--- src/design/cpuPkg.sv ---
`default_nettype none

package cpuPkg;

    typedef logic [15:0] word;
    typedef logic [1:0]  regIdx;

    // instruction word fields
    localparam int OPC_MSB  = 15;
    localparam int OPC_LSB  = 12;
    localparam int RS_MSB   = 11;
    localparam int RS_LSB   = 10;
    localparam int RT_MSB   = 9;
    localparam int RT_LSB   = 8;
    localparam int RD_MSB   = 7;
    localparam int RD_LSB   = 6;
    localparam int FUNC_MSB = 5;
    localparam int FUNC_LSB = 0;
    localparam int IMM_MSB  = 7;
    localparam int IMM_LSB  = 0;
    localparam int JMP_MSB  = 11;   // top bit of the jump target field

    typedef enum logic [3:0] {
        OP_BNE   = 4'd0,
        OP_BEQ   = 4'd1,
        OP_ADI   = 4'd4,
        OP_LHI   = 4'd6,
        OP_LWD   = 4'd7,
        OP_SWD   = 4'd8,
        OP_JMP   = 4'd9,
        OP_RTYPE = 4'd15
    } opcodeE;

    typedef enum logic [5:0] {
        FN_ADD = 6'd0,
        FN_SUB = 6'd1,
        FN_AND = 6'd2,
        FN_ORR = 6'd3,
        FN_WWD = 6'd28,
        FN_HLT = 6'd29
    } funcE;

    typedef enum logic [2:0] {
        ALU_ADD,
        ALU_SUB,
        ALU_AND,
        ALU_OR,
        ALU_LHI,    // imm into upper byte
        ALU_PASSA
    } aluOpE;

    typedef enum logic [1:0] {
        FWD_REG,
        FWD_EXMEM,
        FWD_MEMWB
    } fwdSelE;

    typedef struct packed {
        aluOpE aluOp;
        logic  useImm;
        logic  memRead;
        logic  memWrite;
        logic  regWrite;
        logic  memToReg;
        logic  isWwd;
        logic  isHalt;
        logic  isBranch;
        logic  isJump;
        logic  valid;   // low for a bubble
    } ctrlSig;

    typedef struct packed {
        ctrlSig ctrl;
        regIdx  rs;
        regIdx  rt;
        regIdx  rd;
        word    opA;
        word    opB;
        word    imm;
    } idExReg;

    typedef struct packed {
        ctrlSig ctrl;
        regIdx  rd;
        word    aluResult;
        word    storeData;
    } exMemReg;

    typedef struct packed {
        ctrlSig ctrl;
        regIdx  rd;
        word    aluResult;
        word    loadData;
    } memWbReg;

    typedef struct packed {
        word  addr;
        word  wdata;
        logic write;
    } dmemReq;

    // operand source pick for decode and execute
    function automatic word fwdMux(input fwdSelE sel, input word regVal,
                                   input word exMemVal, input word memWbVal);
        case (sel)
            FWD_EXMEM: return exMemVal;
            FWD_MEMWB: return memWbVal;
            default:   return regVal;
        endcase
    endfunction

    // R-type arithmetic, stores and branches read rt
    function automatic logic readsRt(input ctrlSig c);
        return (c.regWrite && !c.useImm) || c.memWrite || c.isBranch;
    endfunction

endpackage

`default_nettype wire

--- src/design/controlDecoder.sv ---
`timescale 1ns/1ps
`default_nettype none

module controlDecoder
    import cpuPkg::*;
(
    input  word    instr,
    output ctrlSig ctrl,
    output regIdx  rs,
    output regIdx  rt,
    output regIdx  rd,
    output word    imm
);

    opcodeE opcode;
    funcE   func;

    assign opcode = opcodeE'(instr[OPC_MSB:OPC_LSB]);
    assign func   = funcE'(instr[FUNC_MSB:FUNC_LSB]);
    assign rs     = instr[RS_MSB:RS_LSB];
    assign rt     = instr[RT_MSB:RT_LSB];
    assign imm    = {{8{instr[IMM_MSB]}}, instr[IMM_MSB:IMM_LSB]};

    always_comb begin
        ctrl = '0;
        rd   = rt;      // I-type destination
        case (opcode)
            OP_RTYPE: begin
                rd         = instr[RD_MSB:RD_LSB];
                ctrl.valid = 1'b1;
                case (func)
                    FN_ADD: begin
                        ctrl.aluOp    = ALU_ADD;
                        ctrl.regWrite = 1'b1;
                    end
                    FN_SUB: begin
                        ctrl.aluOp    = ALU_SUB;
                        ctrl.regWrite = 1'b1;
                    end
                    FN_AND: begin
                        ctrl.aluOp    = ALU_AND;
                        ctrl.regWrite = 1'b1;
                    end
                    FN_ORR: begin
                        ctrl.aluOp    = ALU_OR;
                        ctrl.regWrite = 1'b1;
                    end
                    FN_WWD: begin
                        ctrl.aluOp = ALU_PASSA;   // rs goes out at write-back
                        ctrl.isWwd = 1'b1;
                    end
                    FN_HLT: ctrl.isHalt = 1'b1;
                    default: ctrl = '0;
                endcase
            end
            OP_ADI, OP_LHI, OP_LWD, OP_SWD: begin
                ctrl.valid  = 1'b1;
                ctrl.useImm = 1'b1;
                ctrl.aluOp  = (opcode == OP_LHI) ? ALU_LHI : ALU_ADD;
                ctrl.regWrite = (opcode != OP_SWD);
                ctrl.memRead  = (opcode == OP_LWD);
                ctrl.memToReg = (opcode == OP_LWD);
                ctrl.memWrite = (opcode == OP_SWD);
            end
            OP_BNE, OP_BEQ: begin
                ctrl.valid    = 1'b1;
                ctrl.isBranch = 1'b1;
            end
            OP_JMP: begin
                ctrl.valid  = 1'b1;
                ctrl.isJump = 1'b1;
            end
            default: ctrl = '0;  // unknown opcode
        endcase
    end

endmodule

`default_nettype wire

--- src/design/executeStage.sv ---
`timescale 1ns/1ps
`default_nettype none

module executeStage
    import cpuPkg::*;
(
    input  logic    clk,
    input  logic    reset_n,
    input  logic    advance,
    input  idExReg  idEx,
    input  fwdSelE  fwdA,
    input  fwdSelE  fwdB,
    input  word     exMemFwd,
    input  word     memWbFwd,
    output exMemReg exMem
);

    word opA;
    word rtVal;
    word opB;
    word aluResult;

    assign opA   = fwdMux(fwdA, idEx.opA, exMemFwd, memWbFwd);
    assign rtVal = fwdMux(fwdB, idEx.opB, exMemFwd, memWbFwd);   // also store data
    assign opB   = idEx.ctrl.useImm ? idEx.imm : rtVal;

    always_comb begin
        case (idEx.ctrl.aluOp)
            ALU_ADD:   aluResult = opA + opB;
            ALU_SUB:   aluResult = opA - opB;
            ALU_AND:   aluResult = opA & opB;
            ALU_OR:    aluResult = opA | opB;
            ALU_LHI:   aluResult = {opB[7:0], 8'h00};
            ALU_PASSA: aluResult = opA;
            default:   aluResult = opA;
        endcase
    end

    always_ff @(posedge clk) begin
        if (reset_n) begin
            exMem.ctrl <= '0;
        end else if (advance) begin
            exMem.ctrl      <= idEx.ctrl;
            exMem.rd        <= idEx.rd;
            exMem.aluResult <= aluResult;
            exMem.storeData <= rtVal;
        end
    end

endmodule

`default_nettype wire

--- src/design/hazardUnit.sv ---
`timescale 1ns/1ps
`default_nettype none

module hazardUnit
    import cpuPkg::*;
(
    input  regIdx   idRs,
    input  regIdx   idRt,
    input  logic    idUsesRt,
    input  logic    idIsBranch,
    input  idExReg  idEx,
    input  exMemReg exMem,
    input  memWbReg memWb,
    output logic    stall,
    output fwdSelE  fwdIdA,
    output fwdSelE  fwdIdB,
    output fwdSelE  fwdExA,
    output fwdSelE  fwdExB
);

    logic exWrites;
    logic exLoad;
    logic memWrites;
    logic memLoad;
    logic wbWrites;
    logic idReadsEx;
    logic idReadsMem;

    function automatic fwdSelE pickSrc(input regIdx src, input logic memOk, input logic wbOk,
                                       input regIdx memRd, input regIdx wbRd);
        if (memOk && memRd == src) begin
            return FWD_EXMEM;   // newest producer first
        end else if (wbOk && wbRd == src) begin
            return FWD_MEMWB;
        end
        return FWD_REG;
    endfunction

    assign exWrites  = idEx.ctrl.valid && idEx.ctrl.regWrite;
    assign exLoad    = exWrites && idEx.ctrl.memRead;
    assign memWrites = exMem.ctrl.valid && exMem.ctrl.regWrite;
    assign memLoad   = memWrites && exMem.ctrl.memRead;
    assign wbWrites  = memWb.ctrl.valid && memWb.ctrl.regWrite;

    assign idReadsEx  = (idEx.rd == idRs) || (idUsesRt && idEx.rd == idRt);
    assign idReadsMem = (exMem.rd == idRs) || (idUsesRt && exMem.rd == idRt);

    // branches compare in decode so they wait for ALU results and loads too
    assign stall = (exLoad && idReadsEx) || (idIsBranch && exWrites && idReadsEx)
                 || (idIsBranch && memLoad && idReadsMem);

    // load data not yet back so decode must not take the address
    assign fwdIdA = pickSrc(idRs, memWrites && !memLoad, wbWrites, exMem.rd, memWb.rd);
    assign fwdIdB = pickSrc(idRt, memWrites && !memLoad, wbWrites, exMem.rd, memWb.rd);
    assign fwdExA = pickSrc(idEx.rs, memWrites, wbWrites, exMem.rd, memWb.rd);
    assign fwdExB = pickSrc(idEx.rt, memWrites, wbWrites, exMem.rd, memWb.rd);

    always_comb begin
        // load-use stall a cycle earlier keeps loads out of the EX forward path
        assert final (!(idEx.ctrl.valid && memLoad
                        && ((fwdExA == FWD_EXMEM)
                            || (readsRt(idEx.ctrl) && fwdExB == FWD_EXMEM))))
            else $error("execute forward from load in MEM");
    end

endmodule

`default_nettype wire

--- src/design/pipelineCpu.sv ---
`timescale 1ns/1ps
`default_nettype none

module pipelineCpu
    import cpuPkg::*;
#(
    parameter word resetPc = 16'h0000
) (
    input  logic           clk,
    input  logic           reset_n,
    output word            instAddr,
    input  word            instData,
    output logic           dmemValid,
    output cpuPkg::dmemReq dmemReq,
    input  logic           dmemReady,
    input  word            dmemRdata,
    output logic           wwdValid,
    output word            outputPort,
    output word            numInst,
    output logic           halted
);

    word     pc;
    word     ifIdInstr;
    word     ifIdPc;
    logic    ifIdValid;
    logic    haltPending;

    ctrlSig  decCtrl;
    ctrlSig  idCtrl;
    regIdx   idRs;
    regIdx   idRt;
    regIdx   idRd;
    word     idImm;
    word     rfA;
    word     rfB;
    word     idA;
    word     idB;
    logic    idUsesRt;

    logic    stall;
    fwdSelE  fwdIdA;
    fwdSelE  fwdIdB;
    fwdSelE  fwdExA;
    fwdSelE  fwdExB;

    word     pcPlus1;
    word     target;
    logic    takeBranch;
    logic    redirect;
    logic    fetchStop;

    idExReg  idEx;
    exMemReg exMem;
    memWbReg memWb;
    word     wbData;
    logic    advance;
    logic    retire;

    controlDecoder u_controlDecoder (
        .instr (ifIdInstr),
        .ctrl  (decCtrl),
        .rs    (idRs),
        .rt    (idRt),
        .rd    (idRd),
        .imm   (idImm)
    );

    assign idCtrl   = ifIdValid ? decCtrl : '0;    // flushed slot
    assign idUsesRt = readsRt(idCtrl);

    regFile u_regFile (
        .clk     (clk),
        .reset_n (reset_n),
        .rdAddrA (idRs),
        .rdAddrB (idRt),
        .rdDataA (rfA),
        .rdDataB (rfB),
        .wrEn    (memWb.ctrl.valid && memWb.ctrl.regWrite),
        .wrAddr  (memWb.rd),
        .wrData  (wbData)
    );

    hazardUnit u_hazardUnit (
        .idRs       (idRs),
        .idRt       (idRt),
        .idUsesRt   (idUsesRt),
        .idIsBranch (idCtrl.isBranch),
        .idEx       (idEx),
        .exMem      (exMem),
        .memWb      (memWb),
        .stall      (stall),
        .fwdIdA     (fwdIdA),
        .fwdIdB     (fwdIdB),
        .fwdExA     (fwdExA),
        .fwdExB     (fwdExB)
    );

    executeStage u_executeStage (
        .clk      (clk),
        .reset_n  (reset_n),
        .advance  (advance),
        .idEx     (idEx),
        .fwdA     (fwdExA),
        .fwdB     (fwdExB),
        .exMemFwd (exMem.aluResult),
        .memWbFwd (wbData),
        .exMem    (exMem)
    );

    // branch resolution in decode
    assign idA        = fwdMux(fwdIdA, rfA, exMem.aluResult, wbData);
    assign idB        = fwdMux(fwdIdB, rfB, exMem.aluResult, wbData);
    assign pcPlus1    = ifIdPc + 16'd1;
    assign takeBranch = (opcodeE'(ifIdInstr[OPC_MSB:OPC_LSB]) == OP_BNE) ? (idA != idB)
                                                                          : (idA == idB);
    assign target     = idCtrl.isJump ? {ifIdPc[15:12], ifIdInstr[JMP_MSB:0]}
                                      : pcPlus1 + idImm;
    assign redirect   = idCtrl.isJump || (idCtrl.isBranch && takeBranch);
    assign fetchStop  = haltPending || idCtrl.isHalt;

    // everything freezes while the data access in MEM waits
    assign dmemValid = exMem.ctrl.valid && (exMem.ctrl.memRead || exMem.ctrl.memWrite);
    assign dmemReq   = '{addr: exMem.aluResult, wdata: exMem.storeData,
                         write: exMem.ctrl.memWrite};
    assign advance   = !(dmemValid && !dmemReady);

    assign instAddr = pc;

    always_ff @(posedge clk) begin
        if (reset_n) begin
            pc          <= resetPc;
            ifIdValid   <= 1'b0;
            haltPending <= 1'b0;
        end else if (advance && !stall) begin
            if (idCtrl.isHalt) begin
                haltPending <= 1'b1;
            end
            if (fetchStop) begin
                ifIdValid <= 1'b0;  // pc holds from here on
            end else if (redirect) begin
                pc        <= target;
                ifIdValid <= 1'b0;
            end else begin
                pc        <= pc + 16'd1;
                ifIdValid <= 1'b1;
                ifIdInstr <= instData;
                ifIdPc    <= pc;
            end
        end
    end

    always_ff @(posedge clk) begin
        if (reset_n) begin
            idEx.ctrl <= '0;
        end else if (advance) begin
            if (stall) begin
                idEx.ctrl <= '0;    // bubble into EX
            end else begin
                idEx <= '{ctrl: idCtrl, rs: idRs, rt: idRt, rd: idRd,
                          opA: idA, opB: idB, imm: idImm};
            end
        end
    end

    always_ff @(posedge clk) begin
        if (reset_n) begin
            memWb.ctrl <= '0;
        end else if (advance) begin
            memWb.ctrl      <= exMem.ctrl;
            memWb.rd        <= exMem.rd;
            memWb.aluResult <= exMem.aluResult;
            memWb.loadData  <= dmemRdata;
        end
    end

    assign wbData     = memWb.ctrl.memToReg ? memWb.loadData : memWb.aluResult;
    assign retire     = advance && memWb.ctrl.valid;
    assign wwdValid   = retire && memWb.ctrl.isWwd;
    assign outputPort = memWb.aluResult;

    always_ff @(posedge clk) begin
        if (reset_n) begin
            numInst <= '0;
            halted  <= 1'b0;
        end else if (retire) begin
            numInst <= numInst + 16'd1;
            if (memWb.ctrl.isHalt) begin
                halted <= 1'b1;
            end
        end
    end

    // request held steady until accepted
    assert property (@(posedge clk) disable iff (reset_n)
        dmemValid && !dmemReady |=> dmemValid && $stable(dmemReq))
        else $error("data request changed while waiting");

    // only bubbles drain after HLT
    assert property (@(posedge clk) disable iff (reset_n) halted |-> !wwdValid)
        else $error("output after halt");

endmodule

`default_nettype wire

--- src/design/regFile.sv ---
`timescale 1ns/1ps
`default_nettype none

module regFile
    import cpuPkg::*;
(
    input  logic  clk,
    input  logic  reset_n,
    input  regIdx rdAddrA,
    input  regIdx rdAddrB,
    output word   rdDataA,
    output word   rdDataB,
    input  logic  wrEn,
    input  regIdx wrAddr,
    input  word   wrData
);

    word regs [4];

    always_ff @(posedge clk) begin
        if (reset_n) begin
            for (int i = 0; i < 4; i++) begin
                regs[i] <= '0;
            end
        end else if (wrEn) begin
            regs[wrAddr] <= wrData;
        end
    end

    // write-back value shows through in the same cycle
    assign rdDataA = (wrEn && wrAddr == rdAddrA) ? wrData : regs[rdAddrA];
    assign rdDataB = (wrEn && wrAddr == rdAddrB) ? wrData : regs[rdAddrB];

endmodule

`default_nettype wire

--- config.mk ---
export PLATFORM = sky130hd
export DESIGN_NAME = pipelineCpu
export DESIGN_NICKNAME = d
export VERILOG_FILES = /design/src/design/cpuPkg.sv /design/src/design/controlDecoder.sv /design/src/design/executeStage.sv /design/src/design/hazardUnit.sv /design/src/design/pipelineCpu.sv /design/src/design/regFile.sv
export SDC_FILE = /design/constraint.sdc
export NUM_CORES = 1
export LEC_CHECK = 0
export BUFFER_PORTS_ARGS = -buffer_cell sky130_fd_sc_hd__buf_2
export CAP_MARGIN = 20
export CORE_MARGIN = 1
export CORE_UTILIZATION = 60
export DETAILED_ROUTE_END_ITERATION = 10
export GPL_TIMING_DRIVEN = 1
export PLACE_DENSITY = 0.8
export SYNTH_ARGS = -nofsm -noshare
export SYNTH_HDL_FRONTEND = slang
export SYNTH_SLANG_ARGS = --single-unit
--- constraint.sdc ---
create_clock -name clk -period 8.85 [get_ports clk]
set_input_delay 0.885 -clock clk [delete_from_list [all_inputs] [get_ports clk]]
set_output_delay 0.885 -clock clk [all_outputs]
set_load 0.005 [all_outputs]
==> reports/results.tsv <==
stage	metric	value	unit
sta	min_period_over_period	72.00	%
detailed_routing	drtIter0Drc	1642	
die	die_w	164.6	um
detailed_routing	wl_met3	4603	um
logic_synthesis	synth_top_area_share	39.76	%
pwr	p_leak	0.006349	uW
final_layout	final_nets	1624	
final_layout	mostFrequentLayoutCells	edfxtp_1, nor2_1, buf_2	
worst_hold_path	hold-path-endpoint	idEx[61]	
logic_synthesis	synthFlopType	edfxtp_1	
sta	post-route-min-period	6.372	ns
clock_network	clk_latency	0.56	ns
clock_network	htree_levels	1	
detailed_routing	wire_per_inst	23.62	um
logic_synthesis	synth-edff-count	210	
logic_synthesis	syn_nets	1602	
detailed_routing	dr.pass1.iters	6	
critical_path	reg2reg_to	u_executeStage.exMem[30]	
final_layout	final_cell_area	17340	um^2
clock_network	cts_sinks	270	
final_layout	synthToLayoutAreaGrowth	9.317	%
pwr	power.total	3476	uW
die	coreArea	25980	um^2
place	dp_hpwl	31320	um
clock_network	cts-buffers-inserted	28	
sta	clock_skew	0.01351	ns
logic_synthesis	ys_warn_count	0	
die	die_h	164.6	um
global_routing	grt_use_total	33.14	%
sta	rsz0062_at_grt	no	
sta	tightestPinTransition	1.121	ns
global_routing	overflow	0	
global_routing	grt_first_pass_wirelength	68210	um
logic_synthesis	synth-seq-cells	270	
pwr	power.density	200.5	nW/um^2
die	initial_utilization	61.03	%
critical_path	critPathMaxFanout	29	
place	placed_cell_area	16330	um^2
sta	fmax	0.1569	GHz
global_routing	first_global_vias	12240	
sta	hold_viol	0	
sta	drv_slew	0	
logic_synthesis	syn_inst	1528	
clock_network	cts_hold_buf	0	
logic_synthesis	synthesis.area	15860	um^2
run	cap_violations	0	
critical_path	crit_path_start_kind	flip-flop	
detailed_routing	drt-total-wl	45060	um
sta	setup_violations	0	
detailed_routing	top_layer_used	met4	
final_layout	drive_above_1_share	16.67	%
logic_synthesis	syn_avg_cell_area	10.38	um^2
die	rows	59	
clock_network	cts_resized	0	
place	gp_congestion	0.9811	
logic_synthesis	ys_seq_area_share	47.34	%
detailed_routing	route.antenna.remaining_nets	0	
critical_path	required	9.12	ns
worst_hold_path	hp-start	idEx[61]	
logic_synthesis	yosysTopAreaCell	edfxtp_1	
global_routing	grt_max_degree	69	
detailed_routing	drc	0	
place	io_buffers	118	
clock_network	path_clk_slew	0.07	ns
clock_network	cts_tree	done	
sta	finalSetupTns	0	ns
logic_synthesis	yosysUniqueCellTypes	79	
sta	max_slew_margin	23.13	%
critical_path	worstSetupEndpointType	flip-flop	
critical_path	crit_type	reg2reg	
final_layout	layout_commonest_cell	edfxtp_1	
logic_synthesis	ys_async_sr_fraction	0	%
clock_network	clock_path_buffers	3	
critical_path	worst_ep_arrival_time	6.65	ns
worst_hold_path	hold_path.class	reg2reg	
global_routing	antenna_found_initial	1	
critical_path	worstReg2RegStart	memWb[32]	
critical_path	rr_worst_depth	18	
detailed_routing	viasPerCell	6.786	
clock_network	root_buffer	clkbuf_16	
pwr	ir_worst_vdd	0.0001633	V
clock_network	cts_setup_buffers	0	
critical_path	worst-r2r-setup-slack	2.48	ns
detailed_routing	wl_met1	17120	um
run_status	status	finished clean	
detailed_routing	vias	12950	
detailed_routing	wl_met2	21450	um
die	io_pins	119	
logic_synthesis	yosys-top-cells-area	edfxtp_1, dfxtp_1, mux4_2	
worst_hold_path	hold_depth	2	
die	die_area	27080	um^2
logic make-up after synthesis:
group / count (synthesis) / synth area share, %
compound gates: 366 / 15.04
xor+xnor: 88 / 5.120
fa+ha+maj: 40 / 3.235
buf+inv: 183 / 5.949
flops: 270 / 47.34
mux: 70 / 7.061
simple gates: 511 / 16.26
how the worst max path moves through the flow:
stage                            start                       end  slack [ns]  depth (start not counted)
after floorplan           ifIdInstr[9]                   idEx[0]        2.35                          7
after detailed placement     memWb[33]  u_executeStage.exMem[30]        2.73                         18
after global routing         memWb[32]  u_executeStage.exMem[30]        2.07                         18
final                        memWb[32]  u_executeStage.exMem[30]        2.48                         18
after global placement       memWb[33]  u_executeStage.exMem[30]        2.86                         18
after CTS                    memWb[33]  u_executeStage.exMem[30]        2.67                         18
layout make-up:
| cell class | count | area, um^2 |
|---|---|---|
| Clock inverter | 19 | 205.2 |
| Antenna cell | 1 | 2.502 |
| Tap cell | 335 | 419.2 |
| Clock buffer | 33 | 793.3 |
| Inverter | 29 | 108.9 |
| Fill cell | 1955 | 8648 |
| Timing Repair Buffer | 146 | 828.3 |
| Sequential cell | 270 | 7507 |
| Multi-Input combinational cell | 1075 | 7472 |
sequential cells by signal, indices dropped and copies added, names as in the netlist, named ones only:
name,count
haltPending,1
halted,1
idEx,56
ifIdInstr,16
ifIdPc,16
ifIdValid,1
instAddr,16
memWb,23
numInst,16
outputPort,16
u_executeStage.exMem,40
u_regFile.regs,64
per-stage QoR:
stage	std cells	utilization, %	setup slack (ns)	hold WS (ns)
2_1_floorplan	1528	-	2.345	0.4154
3_3_place_gp	1852	62.67	2.864	0.4315
3_5_place_dp	1854	62.84	2.728	0.4299
4_1_cts	1906	66.68	2.669	0.4394
5_1_grt	1907	66.71	2.073	0.4711
6_report	1908	66.72	2.478	0.4373
power breakdown:
part           internal [uW]  switching, uW
Clock                    756            516
Sequential              1480            123
Combinational            237            364
synth_stat cells, types with 9 or more instances:
cell / instances
nand3_1: 30
clkbuf_1: 75
xor2_1: 51
and4_1: 16
nor4_1: 40
ha_1: 37
nand4_1: 21
and2_1: 11
or4_1: 33
inv_1: 28
nand2b_1: 14
o22ai_1: 14
edfxtp_1: 210
nor2_1: 159
a21oi_1: 65
buf_2: 13
and3_1: 15
o31ai_1: 53
o21ai_0: 76
o21a_1: 14
mux4_2: 32
a21o_1: 10
buf_4: 56
or3_1: 9
dfxtp_1: 60
nand2_1: 110
a31oi_1: 53
mux2_2: 10
nor3_1: 23
mux2i_1: 25
xnor2_1: 33
routing by layer:
metal	GRT usage (%)	vias up
met4	15.26	0
met1	42.69	6185
met3	5.801	147
met5	0	-
li1	-	5803
met2	54.55	812
critical path: stages, from the launching register on:
cell and delay, ns:
edfxtp_1 0.61, xnor2_2 0.93, a31oi_1 0.21, o311ai_0 0.54
o21a_1 0.27, inv_1 0.08, ha_1 0.29, mux2i_1 0.12
fa_1 0.49, a21o_1 0.20, a21o_1 0.20, a21oi_1 0.16
o21bai_1 0.13, a2111oi_0 0.75, o31ai_1 0.21, a22oi_1 0.25
mux2_2 0.36, o21ai_0 0.18, o21ai_0 0.11
Power figures use the tool's default switching activity.
